`src/side_ch_pkg.sv`:
```
// shared widths and encodings; register addresses are fixed by the software register map
package side_ch_pkg;

	// sample and bus widths
	localparam int IQ_DATA_WIDTH = 16;
	localparam int SAMPLE_WIDTH = 2 * IQ_DATA_WIDTH;
	localparam int WORD_WIDTH = 64;
	localparam int REG_DATA_WIDTH = 32;
	localparam int REG_ADDR_WIDTH = 5;
	localparam int RSSI_WIDTH = 11;
	localparam int NUM_EVENTS = 6;
	localparam int LEN_WIDTH = 13;

	// register map
	typedef enum logic [REG_ADDR_WIDTH-1:0] {
		REG_CTRL = 5'd0,
		REG_NUM_DMA = 5'd2,
		REG_CAPTURE = 5'd3,
		REG_TRIG_SEL = 5'd8,
		REG_RSSI_TH = 5'd9,
		REG_IQ_LEN = 5'd12,
		REG_EVENT_SEL = 5'd19,
		REG_FIFO_LEVEL = 5'd20,
		REG_DROP_CNT = 5'd21,
		REG_CNT0 = 5'd26,
		REG_CNT1 = 5'd27,
		REG_CNT2 = 5'd28,
		REG_CNT3 = 5'd29,
		REG_CNT4 = 5'd30,
		REG_CNT5 = 5'd31
	} reg_addr_e;

	// capture trigger sources
	typedef enum logic [1:0] {
		TRIG_FREE_RUN = 2'd0,
		TRIG_RSSI = 2'd1,
		TRIG_SHORT_PREAMBLE = 2'd2,
		TRIG_FCS_OK = 2'd3
	} trig_sel_e;

	// capture fsm
	typedef enum logic [1:0] {
		CAP_IDLE,
		CAP_WAIT_TRIG,
		CAP_CAPTURE
	} cap_state_e;

endpackage

```
`src/side_ch_regs.sv`:
```
// writes take effect next cycle; reads are combinational and unmapped addresses return zero
`timescale 1ns/1ns

module side_ch_regs #(
	parameter int FIFO_DEPTH = 64,
	parameter int COUNTER_WIDTH = 16
) (
	input  logic clk,
	input  logic rst_n,
	input  logic reg_wr,
	input  logic [side_ch_pkg::REG_ADDR_WIDTH-1:0] reg_addr,
	input  logic [side_ch_pkg::REG_DATA_WIDTH-1:0] reg_wdata,
	input  logic [side_ch_pkg::NUM_EVENTS-1:0][COUNTER_WIDTH-1:0] counters,
	input  logic [side_ch_pkg::REG_DATA_WIDTH-1:0] drop_cnt,
	input  logic [$clog2(FIFO_DEPTH):0] fifo_level,
	output logic [side_ch_pkg::REG_DATA_WIDTH-1:0] reg_rdata,
	output logic capture_en,
	output side_ch_pkg::trig_sel_e trig_sel,
	output logic signed [side_ch_pkg::RSSI_WIDTH-1:0] rssi_th,
	output logic [side_ch_pkg::LEN_WIDTH-1:0] iq_len,
	output logic [side_ch_pkg::LEN_WIDTH-1:0] num_dma,
	output logic [side_ch_pkg::NUM_EVENTS-1:0] event_sel,
	output logic stream_flush,
	output logic cap_reset,
	output logic [side_ch_pkg::NUM_EVENTS-1:0] cnt_clear
);

	localparam int LEVEL_WIDTH = $clog2(FIFO_DEPTH) + 1;

	always_ff @(posedge clk)
	begin
		if (!rst_n)
		begin
			capture_en <= 1'b0;
			trig_sel <= side_ch_pkg::TRIG_FREE_RUN;
			rssi_th <= '0;
			iq_len <= '0;
			num_dma <= '0;
			event_sel <= '0;
			stream_flush <= 1'b0;
			cap_reset <= 1'b0;
		end
		else if (reg_wr)
		begin
			case (reg_addr)
				side_ch_pkg::REG_CTRL:
				begin
					// both bits are levels, software sets and later clears them
					stream_flush <= reg_wdata[0];
					cap_reset <= reg_wdata[2];
				end
				side_ch_pkg::REG_CAPTURE: capture_en <= reg_wdata[0];
				side_ch_pkg::REG_TRIG_SEL: trig_sel <= side_ch_pkg::trig_sel_e'(reg_wdata[1:0]);
				side_ch_pkg::REG_RSSI_TH: rssi_th <= reg_wdata[side_ch_pkg::RSSI_WIDTH-1:0];
				side_ch_pkg::REG_IQ_LEN: iq_len <= reg_wdata[side_ch_pkg::LEN_WIDTH-1:0];
				side_ch_pkg::REG_NUM_DMA: num_dma <= reg_wdata[side_ch_pkg::LEN_WIDTH-1:0];
				side_ch_pkg::REG_EVENT_SEL: event_sel <= reg_wdata[side_ch_pkg::NUM_EVENTS-1:0];
				default: ;
			endcase
		end
	end

	// a write to a counter address clears that counter on the next edge
	always_comb
	begin
		for (int k = 0; k < side_ch_pkg::NUM_EVENTS; k++)
			cnt_clear[k] = reg_wr && (reg_addr == side_ch_pkg::REG_CNT0 + k);
	end

	always_comb
	begin
		reg_rdata = '0;
		case (reg_addr)
			side_ch_pkg::REG_CTRL:
			begin
				reg_rdata[0] = stream_flush;
				reg_rdata[2] = cap_reset;
			end
			side_ch_pkg::REG_CAPTURE: reg_rdata[0] = capture_en;
			side_ch_pkg::REG_TRIG_SEL: reg_rdata[1:0] = trig_sel;
			side_ch_pkg::REG_RSSI_TH: reg_rdata[side_ch_pkg::RSSI_WIDTH-1:0] = rssi_th;
			side_ch_pkg::REG_IQ_LEN: reg_rdata[side_ch_pkg::LEN_WIDTH-1:0] = iq_len;
			side_ch_pkg::REG_NUM_DMA: reg_rdata[side_ch_pkg::LEN_WIDTH-1:0] = num_dma;
			side_ch_pkg::REG_EVENT_SEL: reg_rdata[side_ch_pkg::NUM_EVENTS-1:0] = event_sel;
			side_ch_pkg::REG_FIFO_LEVEL: reg_rdata[LEVEL_WIDTH-1:0] = fifo_level;
			side_ch_pkg::REG_DROP_CNT: reg_rdata = drop_cnt;
			side_ch_pkg::REG_CNT0: reg_rdata[COUNTER_WIDTH-1:0] = counters[0];
			side_ch_pkg::REG_CNT1: reg_rdata[COUNTER_WIDTH-1:0] = counters[1];
			side_ch_pkg::REG_CNT2: reg_rdata[COUNTER_WIDTH-1:0] = counters[2];
			side_ch_pkg::REG_CNT3: reg_rdata[COUNTER_WIDTH-1:0] = counters[3];
			side_ch_pkg::REG_CNT4: reg_rdata[COUNTER_WIDTH-1:0] = counters[4];
			side_ch_pkg::REG_CNT5: reg_rdata[COUNTER_WIDTH-1:0] = counters[5];
			default: ;
		endcase
	end

endmodule

```
`src/side_ch_event_cnt.sv`:
```
// events count every cycle they are high; counters wrap and a clear beats a coinciding event
`timescale 1ns/1ns

module side_ch_event_cnt #(
	parameter int COUNTER_WIDTH = 16
) (
	input  logic clk,
	input  logic rst_n,
	input  logic signed [side_ch_pkg::RSSI_WIDTH-1:0] rssi_half_db,
	input  logic signed [side_ch_pkg::RSSI_WIDTH-1:0] rssi_th,
	input  logic short_preamble_detected,
	input  logic long_preamble_detected,
	input  logic pkt_header_valid_strobe,
	input  logic pkt_header_valid,
	input  logic fcs_in_strobe,
	input  logic fcs_ok,
	input  logic phy_tx_start,
	input  logic tx_pkt_need_ack,
	input  logic phy_tx_done,
	input  logic [side_ch_pkg::NUM_EVENTS-1:0] event_sel,
	input  logic [side_ch_pkg::NUM_EVENTS-1:0] cnt_clear,
	output logic [side_ch_pkg::NUM_EVENTS-1:0][COUNTER_WIDTH-1:0] counters
);

	logic rssi_above;
	logic [side_ch_pkg::NUM_EVENTS-1:0] raw_event;
	logic [side_ch_pkg::NUM_EVENTS-1:0] qualifier;
	logic [side_ch_pkg::NUM_EVENTS-1:0] event_hit;

	// signed half-dB compare
	assign rssi_above = rssi_half_db > rssi_th;

	// event k sits on bit k
	assign raw_event = {
		phy_tx_done,
		phy_tx_start,
		fcs_in_strobe,
		pkt_header_valid_strobe,
		long_preamble_detected,
		short_preamble_detected
	};

	assign qualifier = {
		rssi_above,
		tx_pkt_need_ack,
		fcs_ok,
		pkt_header_valid,
		rssi_above,
		rssi_above
	};

	// qualifier only applies when its select bit is set
	assign event_hit = raw_event & (~event_sel | qualifier);

	always_ff @(posedge clk)
	begin
		for (int k = 0; k < side_ch_pkg::NUM_EVENTS; k++)
		begin
			if (!rst_n || cnt_clear[k])
				counters[k] <= '0;
			else if (event_hit[k])
				counters[k] <= counters[k] + 1'b1;
		end
	end

endmodule

```
`src/side_ch_control.sv`:
```
// no pre-trigger history; fifo_full is taken as full for the push one cycle ahead
`timescale 1ns/1ns

module side_ch_control #(
	parameter int FIFO_DEPTH = 64
) (
	input  logic clk,
	input  logic rst_n,
	input  logic cap_reset,
	input  logic capture_en,
	input  side_ch_pkg::trig_sel_e trig_sel,
	input  logic signed [side_ch_pkg::RSSI_WIDTH-1:0] rssi_th,
	input  logic [side_ch_pkg::LEN_WIDTH-1:0] iq_len,
	input  logic signed [side_ch_pkg::RSSI_WIDTH-1:0] rssi_half_db,
	input  logic short_preamble_detected,
	input  logic fcs_in_strobe,
	input  logic fcs_ok,
	input  logic [side_ch_pkg::SAMPLE_WIDTH-1:0] sample0_in,
	input  logic [side_ch_pkg::SAMPLE_WIDTH-1:0] sample1_in,
	input  logic sample_in_strobe,
	input  logic fifo_full,
	output logic fifo_push,
	output logic [side_ch_pkg::WORD_WIDTH-1:0] fifo_wdata,
	output logic [side_ch_pkg::REG_DATA_WIDTH-1:0] drop_cnt
);

	localparam int IQ = side_ch_pkg::IQ_DATA_WIDTH;

	side_ch_pkg::cap_state_e state;
	logic [side_ch_pkg::LEN_WIDTH-1:0] sample_cnt;
	logic trig_hit;
	logic cap_strobe;
	logic last_sample;

	// pointer wrap in the fifo relies on this
	if ((FIFO_DEPTH & (FIFO_DEPTH - 1)) != 0)
	begin : g_depth_check
		$error("FIFO_DEPTH is not a power of two");
	end

	always_comb
	begin
		case (trig_sel)
			side_ch_pkg::TRIG_FREE_RUN: trig_hit = 1'b1;
			side_ch_pkg::TRIG_RSSI: trig_hit = rssi_half_db > rssi_th;
			side_ch_pkg::TRIG_SHORT_PREAMBLE: trig_hit = short_preamble_detected;
			side_ch_pkg::TRIG_FCS_OK: trig_hit = fcs_in_strobe && fcs_ok;
			default: trig_hit = 1'b0;
		endcase
	end

	assign cap_strobe = (state == side_ch_pkg::CAP_CAPTURE) && sample_in_strobe;
	// dropped strobes count toward iq_len as well
	assign last_sample = sample_cnt == iq_len - 1'b1;

	always_ff @(posedge clk)
	begin
		if (!rst_n || cap_reset)
		begin
			state <= side_ch_pkg::CAP_IDLE;
			sample_cnt <= '0;
		end
		else
		begin
			case (state)
				side_ch_pkg::CAP_IDLE:
					if (capture_en)
						state <= side_ch_pkg::CAP_WAIT_TRIG;
				side_ch_pkg::CAP_WAIT_TRIG:
				begin
					sample_cnt <= '0;
					if (!capture_en)
						state <= side_ch_pkg::CAP_IDLE;
					else if (trig_hit)
						state <= side_ch_pkg::CAP_CAPTURE;
				end
				side_ch_pkg::CAP_CAPTURE:
					if (sample_in_strobe)
					begin
						if (last_sample)
						begin
							sample_cnt <= '0;
							// rearm when capture stays enabled
							state <= capture_en ? side_ch_pkg::CAP_WAIT_TRIG : side_ch_pkg::CAP_IDLE;
						end
						else
							sample_cnt <= sample_cnt + 1'b1;
					end
				default: state <= side_ch_pkg::CAP_IDLE;
			endcase
		end
	end

	always_ff @(posedge clk)
	begin
		if (!rst_n || cap_reset)
		begin
			fifo_push <= 1'b0;
			drop_cnt <= '0;
		end
		else
		begin
			fifo_push <= cap_strobe && !fifo_full;
			if (cap_strobe && fifo_full)
				drop_cnt <= drop_cnt + 1'b1;
		end
	end

	// I and Q halves swapped, sample1 in the upper half of the word
	always_ff @(posedge clk)
	begin
		if (cap_strobe)
			fifo_wdata <= {sample1_in[IQ-1:0], sample1_in[2*IQ-1:IQ],
				sample0_in[IQ-1:0], sample0_in[2*IQ-1:IQ]};
	end

endmodule

```
`src/side_ch_fifo.sv`:
```
// first-word-fall-through; fifo_full looks one cycle ahead to cover the registered push
`timescale 1ns/1ns

module side_ch_fifo #(
	parameter int FIFO_DEPTH = 64
) (
	input  logic clk,
	input  logic rst_n,
	input  logic stream_flush,
	input  logic fifo_push,
	input  logic [side_ch_pkg::WORD_WIDTH-1:0] fifo_wdata,
	input  logic fifo_pop,
	output logic [side_ch_pkg::WORD_WIDTH-1:0] fifo_rdata,
	output logic fifo_empty,
	output logic fifo_full,
	output logic [$clog2(FIFO_DEPTH):0] fifo_level
);

	localparam int ADDR_WIDTH = $clog2(FIFO_DEPTH);
	localparam int LEVEL_WIDTH = ADDR_WIDTH + 1;

	logic [side_ch_pkg::WORD_WIDTH-1:0] mem [FIFO_DEPTH];
	logic [ADDR_WIDTH-1:0] wr_ptr;
	logic [ADDR_WIDTH-1:0] rd_ptr;
	logic [LEVEL_WIDTH-1:0] next_level;
	logic wr_en;
	logic rd_en;

	assign rd_en = fifo_pop && !fifo_empty;
	// push into a full buffer only when a pop frees a slot the same cycle
	assign wr_en = fifo_push && ((fifo_level != FIFO_DEPTH) || rd_en);
	assign next_level = fifo_level + LEVEL_WIDTH'(wr_en) - LEVEL_WIDTH'(rd_en);

	assign fifo_empty = fifo_level == '0;
	assign fifo_full = next_level == FIFO_DEPTH;
	assign fifo_rdata = mem[rd_ptr];

	always_ff @(posedge clk)
	begin
		if (wr_en)
			mem[wr_ptr] <= fifo_wdata;
	end

	always_ff @(posedge clk)
	begin
		if (!rst_n || stream_flush)
		begin
			wr_ptr <= '0;
			rd_ptr <= '0;
			fifo_level <= '0;
		end
		else
		begin
			if (wr_en)
				wr_ptr <= wr_ptr + 1'b1;
			if (rd_en)
				rd_ptr <= rd_ptr + 1'b1;
			fifo_level <= next_level;
		end
	end

endmodule

```
`src/side_ch_m_axis.sv`:
```
// no tstrb; num_dma of zero places tlast only after the beat counter wraps
`timescale 1ns/1ns

module side_ch_m_axis (
	input  logic clk,
	input  logic rst_n,
	input  logic stream_flush,
	input  logic [side_ch_pkg::LEN_WIDTH-1:0] num_dma,
	input  logic [side_ch_pkg::WORD_WIDTH-1:0] fifo_rdata,
	input  logic fifo_empty,
	input  logic m_axis_tready,
	output logic fifo_pop,
	output logic m_axis_tvalid,
	output logic [side_ch_pkg::WORD_WIDTH-1:0] m_axis_tdata,
	output logic m_axis_tlast
);

	logic [side_ch_pkg::LEN_WIDTH-1:0] beat_cnt;
	logic block_end;

	// fifo head is the current beat
	assign m_axis_tvalid = !fifo_empty;
	assign m_axis_tdata = fifo_rdata;
	assign fifo_pop = m_axis_tvalid && m_axis_tready;

	assign block_end = beat_cnt == num_dma - 1'b1;
	assign m_axis_tlast = m_axis_tvalid && block_end;

	// beat index within the current dma block
	always_ff @(posedge clk)
	begin
		if (!rst_n || stream_flush)
			beat_cnt <= '0;
		else if (fifo_pop)
		begin
			if (block_end)
				beat_cnt <= '0;
			else
				beat_cnt <= beat_cnt + 1'b1;
		end
	end

endmodule

```
`src/side_ch.sv`:
```
// single clock domain; plain register strobe in place of axi-lite, receive iq capture only
`timescale 1ns/1ns

module side_ch #(
	parameter int FIFO_DEPTH = 64,
	parameter int COUNTER_WIDTH = 16
) (
	input  logic clk,
	input  logic rst_n,
	input  logic reg_wr,
	input  logic [side_ch_pkg::REG_ADDR_WIDTH-1:0] reg_addr,
	input  logic [side_ch_pkg::REG_DATA_WIDTH-1:0] reg_wdata,
	output logic [side_ch_pkg::REG_DATA_WIDTH-1:0] reg_rdata,
	input  logic signed [side_ch_pkg::RSSI_WIDTH-1:0] rssi_half_db,
	input  logic short_preamble_detected,
	input  logic long_preamble_detected,
	input  logic pkt_header_valid_strobe,
	input  logic pkt_header_valid,
	input  logic fcs_in_strobe,
	input  logic fcs_ok,
	input  logic phy_tx_start,
	input  logic tx_pkt_need_ack,
	input  logic phy_tx_done,
	input  logic [side_ch_pkg::SAMPLE_WIDTH-1:0] sample0_in,
	input  logic [side_ch_pkg::SAMPLE_WIDTH-1:0] sample1_in,
	input  logic sample_in_strobe,
	output logic m_axis_tvalid,
	output logic [side_ch_pkg::WORD_WIDTH-1:0] m_axis_tdata,
	output logic m_axis_tlast,
	input  logic m_axis_tready
);

	// configuration from the register file
	logic capture_en;
	side_ch_pkg::trig_sel_e trig_sel;
	logic signed [side_ch_pkg::RSSI_WIDTH-1:0] rssi_th;
	logic [side_ch_pkg::LEN_WIDTH-1:0] iq_len;
	logic [side_ch_pkg::LEN_WIDTH-1:0] num_dma;
	logic [side_ch_pkg::NUM_EVENTS-1:0] event_sel;
	logic stream_flush;
	logic cap_reset;
	logic [side_ch_pkg::NUM_EVENTS-1:0] cnt_clear;

	// status
	logic [side_ch_pkg::NUM_EVENTS-1:0][COUNTER_WIDTH-1:0] counters;
	logic [side_ch_pkg::REG_DATA_WIDTH-1:0] drop_cnt;
	logic [$clog2(FIFO_DEPTH):0] fifo_level;

	// sample path
	logic fifo_push;
	logic [side_ch_pkg::WORD_WIDTH-1:0] fifo_wdata;
	logic fifo_full;
	logic fifo_pop;
	logic [side_ch_pkg::WORD_WIDTH-1:0] fifo_rdata;
	logic fifo_empty;

	side_ch_regs #(
		.FIFO_DEPTH(FIFO_DEPTH),
		.COUNTER_WIDTH(COUNTER_WIDTH)
	) u_regs (.*);

	side_ch_event_cnt #(
		.COUNTER_WIDTH(COUNTER_WIDTH)
	) u_event_cnt (.*);

	side_ch_control #(
		.FIFO_DEPTH(FIFO_DEPTH)
	) u_control (.*);

	side_ch_fifo #(
		.FIFO_DEPTH(FIFO_DEPTH)
	) u_fifo (.*);

	side_ch_m_axis u_m_axis (.*);

endmodule

```
`config.mk`:
```
export PLATFORM = sky130hd
export DESIGN_NAME = side_ch
export DESIGN_NICKNAME = d
export VERILOG_FILES = /design/src/side_ch_pkg.sv /design/src/side_ch_regs.sv /design/src/side_ch_event_cnt.sv /design/src/side_ch_control.sv /design/src/side_ch_fifo.sv /design/src/side_ch_m_axis.sv /design/src/side_ch.sv
export SDC_FILE = /design/constraint.sdc
export NUM_CORES = 2
export LEC_CHECK = 0
export BUFFER_PORTS_ARGS = -buffer_cell sky130_fd_sc_hd__clkbuf_2
export CORE_MARGIN = 5
export CORE_UTILIZATION = 45
export CTS_BUF_LIST = sky130_fd_sc_hd__clkbuf_4 sky130_fd_sc_hd__clkbuf_8
export DETAILED_ROUTE_END_ITERATION = 12
export MAX_ROUTING_LAYER = met4
export PLACE_DENSITY = 0.63
export SYNTH_ARGS = -nofsm -noshare
export SYNTH_HDL_FRONTEND = slang
export SYNTH_HIERARCHICAL = 1
export SYNTH_SLANG_ARGS = --single-unit
```
`constraint.sdc`:
```
create_clock -name clk -period 6.35 [get_ports clk]
set_clock_uncertainty 0.1 [all_clocks]
set_input_delay 0.3175 -clock clk [delete_from_list [all_inputs] [get_ports clk]]
set_output_delay 0.3175 -clock clk [all_outputs]
set_load 0.05 [all_outputs]
```
# After elaboration in Yosys (flattened, before gate mapping)

Memories as Yosys holds them, arrays and structs flattened. A register that Yosys moved wholly into a read port is not among the register bits.
Cells that the tools add are included.

Eq/ne operators: 27
Reduce and logical (&&, ||, !) cells: 40
Multiplexer cells: 25
$add $sub $neg: 15
Magnitude comparators: 1
Bitwise logic cells: 3

Operators by type and width:

| kind                  | number |
|---|---|
| $add 16x1->16 const B | 6 |
| $eq 5x5->1 const B    | 9 |
| $pmux 4 s10           | 1 |
| $mux 13               | 3 |
| $pmux 3 s12           | 1 |
| $add 32x1->32 const B | 1 |
| $add 13x1->13 const B | 2 |
| $eq 13x13->1          | 2 |
| $pmux 1 s13           | 2 |
| $pmux 13 s2           | 1 |
| $sub 13x1->13 const B | 2 |
| $pmux 3 s7            | 1 |
| $pmux 2 s9            | 1 |
| $mux 16               | 1 |
| $reduce_and 2->1      | 8 |
| $eq 5x4->1 const B    | 3 |
| $pmux 1 s15           | 1 |
| $logic_and 1x1->1     | 14 |
| $add 6x1->6 const B   | 2 |
| $mux 6                | 2 |
| $gt 11x11->1          | 1 |
| $pmux 1 s11           | 1 |
| $eq 5x2->1 const B    | 2 |
| $mux 2                | 5 |
| 22 further kinds      | 39 |

Bits of input ports: 126
Output and inout bits: 98
Memories kept: 1
Register bits: 288
Logic and storage cells: 135
Bits in writable memories: 4,096

Memory list:

| name       | words | bits a word | rd ports | clocked after Yosys merged registers in | write ports | RTL line           | RTL |
|---|---|---|---|---|---|---|---|
| u_fifo.mem | 64    | 64          | 1        | 1                                       | 1           | side_ch_fifo.sv:22 | `logic [side_ch_pkg::WORD_WIDTH-1:0] mem [FIFO_DEPTH];` |

# Depth between registers and ports, before layout

Depth after elaboration: 11
Depth in mapped cells: 25
Gate-level depth less buffers: 24

# Cells and area by module

Netlist, hierarchy kept.

Modules (own cells, without submodules):

| module            | area an instance (um2) | times used | cells each |
|---|---|---|---|
| side_ch_fifo      | 155,701.8              | 1          | 6,573 |
| side_ch_control   | 4,879.7                | 1          | 443 |
| side_ch_event_cnt | 4,790.8                | 1          | 575 |
| side_ch_regs      | 3,563.4                | 1          | 421 |
| side_ch_m_axis    | 1,601.5                | 1          | 214 |

# Worst setup path after synthesis

No wires, ideal clock.

Path type: register to register
Start point: register u_fifo.fifo_level[4]
End point: memory u_fifo/mem[57][0] (netlist bit), enable pin
Path slack: 0.793 ns
Path buffers: 0
Data required time: 5.763 ns
Stages on the path, launching flop included: 13
Clock period less this slack: 5.557 ns
Arrival time: 4.971 ns
Path through: dfxtp_1 inv_1 ha_1 nand4bb_1 nor2_1 inv_1 nand2_1 inv_1 nand2b_1 o21ai_0 nor2_1 nand3b_1 nor2_1

Word-level cells in the longest chain between the ends: 8
Elaborated cells between the ends (all ways): 9
Classes of those cells: eq/ne (1); mux (2); reduce/logical (6)

Ends and longest elaborated chain:

| element                      | RTL line             | RTL |
|---|---|---|
| start: declaration           | side_ch_fifo.sv:16   | `output logic [$clog2(FIFO_DEPTH):0] fifo_level` |
| start signal: assignment     | side_ch_fifo.sv:58   | `fifo_level <= next_level;` |
| $logic_not 7->1              | side_ch_fifo.sv:34   | `assign fifo_empty = fifo_level == '0;` |
| named net fifo_empty         | side_ch.sv:55        | `logic fifo_empty;` |
| $logic_not 1->1              | side_ch_m_axis.sv:22 | `assign m_axis_tvalid = !fifo_empty;` |
| named net m_axis_tvalid      | side_ch.sv:27        | `output logic m_axis_tvalid,` |
| $logic_and 1x1->1            | side_ch_m_axis.sv:24 | `assign fifo_pop = m_axis_tvalid && m_axis_tready;` |
| named net fifo_pop           | side_ch.sv:53        | `logic fifo_pop;` |
| $logic_and 1x1->1            | side_ch_fifo.sv:29   | `assign rd_en = fifo_pop && !fifo_empty;` |
| $logic_or 1x1->1             | side_ch_fifo.sv:31   | `assign wr_en = fifo_push && ((fifo_level != FIFO_DEPTH) \|\| rd_en);` |
| $logic_and 1x1->1            | side_ch_fifo.sv:31   |  |
| $mux 1                       | side_ch_fifo.sv:40   | `if (wr_en)` |
| $mux 1 (implied by the code) | side_ch_fifo.sv:41   | `mem[wr_ptr] <= fifo_wdata;` |
| end: declaration             | side_ch_fifo.sv:22   |  |

The timed path passes the listed nets, and every way through them passes these cells.

# Worst setup path in the final report

Start point: register u_fifo.fifo_level[4]
End point: register u_control/drop_cnt[27] (netlist bit)

Word-level cells in the longest chain between the ends: 10
Elaborated cells between the ends (all ways): 11
Classes of those cells: add/sub (2); eq/ne (2); reduce/logical (7)

Ends and longest elaborated chain:

| element                | RTL line               | RTL |
|---|---|---|
| $logic_not 7->1 (*)    | side_ch_fifo.sv:34     |  |
| named net fifo_empty   | side_ch.sv:55          |  |
| $logic_not 1->1 (*)    | side_ch_m_axis.sv:22   |  |
| $logic_and 1x1->1 (*)  | side_ch_m_axis.sv:24   |  |
| named net fifo_pop     | side_ch.sv:53          |  |
| $logic_and 1x1->1 (*)  | side_ch_fifo.sv:29     |  |
| $logic_or 1x1->1       | side_ch_fifo.sv:31     |  |
| $logic_and 1x1->1      | side_ch_fifo.sv:31     |  |
| $add 7x1->7            | side_ch_fifo.sv:32     | `assign next_level = fifo_level + LEVEL_WIDTH'(wr_en) - LEVEL_WIDTH'(rd_en);` |
| $sub 7x1->7 (*)        | side_ch_fifo.sv:32     |  |
| $eq 7x7->1 (*)         | side_ch_fifo.sv:35     | `assign fifo_full = next_level == FIFO_DEPTH;` |
| named net fifo_full    | side_ch.sv:52          | `logic fifo_full;` |
| $logic_and 1x1->1 (*)  | side_ch_control.sv:104 | `if (cap_strobe && fifo_full)` |
| end signal: assignment | side_ch_control.sv:105 | `drop_cnt <= drop_cnt + 1'b1;` |
| end: declaration       | side_ch_control.sv:24  | `output logic [side_ch_pkg::REG_DATA_WIDTH-1:0] drop_cnt` |

Mark *: on every way through the listed nets, which the timed path passes. The rest lies on a longest branch.
A chain may end at the register's enable or synchronous reset.

==> impl_metrics.py <==
metrics = {
    "status": {
        "outcome": "complete, no violations",
    },
    "power_and_ir_drop": {
        "p_leak_nw": 60.4,
        "cellPowerDensity_nw_per_um2": 341,
        "ir_worst_vdd_v": 0.000391,
        "finalPower_w": 0.0663,
    },
    "final_layout": {
        "postLayoutCoreUtil_pct": 51.4,
        "layout.nets": 9318,
        "syn_to_final_growth_pct": 14.1,
        "nFillCells": 29755,
        "final_layout_size_suffix_gt1_share_pct": 28.6,
        "multi_input_area_um2": 38600,
        "seq_area_um2": 130000,
    },
    "critical_path": {
        "cp_max_fo": 8,
        "worstPathRequired_ns": 7.35,
        "r2r_start": "u_fifo/fifo_level[4]$_SDFF_PP0_",
        "ff2ff_setup_slack_ns": 0.31,
        "reg2reg_depth": 24,
        "endpoint_kind": "flip-flop",
        "worstPathArrival_ns": 7.04,
        "start_kind": "flip-flop",
        "criticalPathCategory": "reg -> reg",
        "timing.rr.end": "u_control/drop_cnt[27]$_SDFFE_PP0P_",
    },
    "hold_path": {
        "hold_end": "u_event_cnt/counters[67]$_SDFFE_PP0P_",
        "hp-class": "in -> reg",
        "hold_path_startpoint": "phy_tx_start",
        "hold_depth": 5,
    },
    "placement": {
        "io_buffers": 204,
        "gp_congestion": 0.870,
        "hpwl_mm": 260,
    },
    "cts": {
        "htree_num_levels": 6,
        "cts-buffers-inserted": 699,
        "tritoncts": "built",
        "cts_num_sinks": 4390,
        "clock-root-buffer": "clkbuf_8",
        "clk_latency_ns": 1.21,
        "clkTransAtPathRegs_ns": 0.06,
        "clockBufferDepth": 4,
    },
    "drt": {
        "drt-initial-drc-count": 10934,
        "via_per_inst": 6.14,
        "vias": 90330,
        "remaining_drc_errors": 0,
        "routedWlPerCell_um": 32.0,
        "ant_nets": 0,
        "routed_wl_mm": 471,
        "dr.pass1.iters": 6,
    },
    "global_route": {
        "track_usage_pct": 24.4,
        "grt_pass1_vias": 91020,
        "grt-ovfl-total": 0,
        "antenna_found_initial": 9,
        "grt_max_degree": 116,
        "grt_pass1_wl_mm": 668,
    },
    "timing": {
        "finalHoldViolCount": 0,
        "fin_crit_sh_pct": 95.2,
        "setup_violations": 0,
        "setup_tns_ns": 0,
        "clock.fmax_mhz": 165,
        "holdWs_ns": 0.156,
        "worstMarginPinSlew_ns": 1.20,
        "relSlewSlack_pct": 20.3,
        "period_minus_slack_ns": 6.04,
        "slew_viol_final": 0,
    },
    "logic_synthesis": {
        "synth_edf_count": 4160,
        "synth_seq_cells": 4390,
        "yosysTopAreaCell": "edfxtp_1",
        "netlist_instances": 8226,
        "synthTopCellsByCount": "4,160 x edfxtp_1, 1,027 x mux4_2, 276 x nor2_1",
        "netlist_area_um2": 171000,
        "ys_async_sr_fraction_pct": 0,
        "synth_nets": 8396,
        "synth_warnings": 6,
        "avgSynthCellArea_um2": 20.7,
        "synth_area_leaders": "edfxtp_1 73%, mux4_2 14%, dfxtp_1 2.7%, mux2i_1 1.0%, a21oi_1 0.79%",
        "synth_cell_type_count": 93,
        "yosysSeqAreaShare_pct": 76.0,
        "ys.flop_type": "edfxtp_1",
        "yosysTopAreaCellShare_pct": 73.3,
        "yosysMostFrequentCell": "edfxtp_1",
    },
    "die": {
        "start_util_pct": 45.1,
        "rows": 226,
        "die_w_um": 626,
        "coreArea_um2": 378000,
        "io_pins": 224,
        "dieArea_um2": 391000,
        "die_y_um": 626,
    },
    "flow_run": {
        "cap_violations": 0,
    },
}
## placed cells by master, fill, tap and decap left out, drive strengths merged, types with 57 or more instances in the layout
cell type,instances
mux2i,171
dfxtp,230
a22o,93
o21ai,103
dlygate4sd3,205
nand2,159
clkinv,234
xor2,60
nor2,279
a221oi,134
and3,57
xnor2,59
buf,320
clkbuf,1167
nand3,110
inv,108
edfxtp,4160
mux4,1027
o221ai,84
a21oi,271
o22ai,87
## cell type report
type	instances	share of cell area, %
Multi-Input combinational cell	3259	19.9
Inverter	69	0.134
Clock inverter	292	0.984
Sequential cell	4390	66.6
Tap cell	5016	3.22
Timing Repair Buffer	729	3.23
Clock buffer	963	6.01
Antenna cell	4	0.00514
## worst max-delay path by stage
stage	slack, ns	cells past startpoint	endpoint	start
2_1_floorplan	0.79	12	u_fifo/mem[57][0]$_DFFE_PP_	u_fifo/fifo_level[4]$_SDFF_PP0_
3_3_place_gp	0.09	25	u_control/drop_cnt[31]$_SDFFE_PP0P_	u_fifo/fifo_level[5]$_SDFF_PP0_
3_5_place_dp	0.18	25	u_control/drop_cnt[31]$_SDFFE_PP0P_	u_fifo/fifo_level[4]$_SDFF_PP0_
4_1_cts	0.11	24	u_control/drop_cnt[27]$_SDFFE_PP0P_	u_fifo/fifo_level[4]$_SDFF_PP0_
5_1_grt	-0.01	24	u_control/drop_cnt[25]$_SDFFE_PP0P_	u_fifo/fifo_level[5]$_SDFF_PP0_
6_report	0.31	24	u_control/drop_cnt[27]$_SDFFE_PP0P_	u_fifo/fifo_level[4]$_SDFF_PP0_
## flip-flops by register name (all words and copies together) (netlist names), named ones only
register              count
u_control/drop_cnt       32
u_control/fifo_push       1
u_control/fifo_wdata     64
u_control/sample_cnt     13
u_control/state           2
u_event_cnt/counters     96
u_fifo/fifo_level         7
u_fifo/mem             4096
u_fifo/rd_ptr             6
u_fifo/wr_ptr             6
u_m_axis/beat_cnt        13
u_regs/cap_reset          1
u_regs/capture_en         1
u_regs/event_sel          6
u_regs/iq_len            13
u_regs/num_dma           13
u_regs/rssi_th           11
u_regs/stream_flush       1
u_regs/trig_sel           2
## metal layers
| layer | track usage [%] | vias up | wire (um) |
|---|---|---|---|
| li1 | - | 36435 | - |
| met1 | 32.7 | 48374 | 184000 |
| met2 | 38.5 | 4662 | 229000 |
| met3 | 4.16 | 859 | 41900 |
| met4 | 8.14 | 0 | 16700 |
| met5 | - | - | 0 |
## cells by family after synthesis
kind of cell	share of synthesized area, %
compound gates	3.90
xor+xnor	0.611
fa+ha+maj	0.327
buf+inv	1.73
flops	76.0
mux	14.6
simple gates	2.89
## per-stage QoR
| step | cells | area (um2) | setup WS, ns |
|---|---|---|---|
| 5_1_grt | 14722 | 195000 | -0.0125 |
| 2_1_floorplan | 8226 | 171000 | 0.793 |
| 6_report | 14722 | 195000 | 0.307 |
| 3_3_place_gp | 13258 | 179000 | 0.0935 |
| 4_1_cts | 14718 | 195000 | 0.110 |
| 3_5_place_dp | 13258 | 179000 | 0.176 |
## critical path: stages, from the launching register on
cell and delay (ns):
dfxtp_1 0.33, inv_1 0.09, ha_1 0.17, nand4bb_1 0.27
nor2_2 0.27, inv_1 0.08, nand2_1 0.09, inv_1 0.14
nand2b_1 0.22, o21ai_0 0.26, o21ai_0 0.13, ha_1 0.23
fa_1 0.44, a21oi_1 0.15, o21bai_1 0.12, a2111oi_0 0.44
nor3_1 0.14, nor3b_2 0.34, nand4b_1 0.28, nor2_2 0.32
nor4b_1 0.35, buf_4 0.20, nand3_1 0.23, or3_1 0.38
a21oi_1 0.16
## where the power goes
group	switching [W]	internal, W
registers	0.000144	0.0312
clock network	0.0112	0.0124
logic	0.00562	0.00562
## repair_timing
item,CTS,global route
gates resized for setup,0,3
setup buffers,0,0
hold endpoints to repair,289,0
hold buffers,205,0
setup endpoints to repair,0,5
Power figures use the tool's default switching activity.
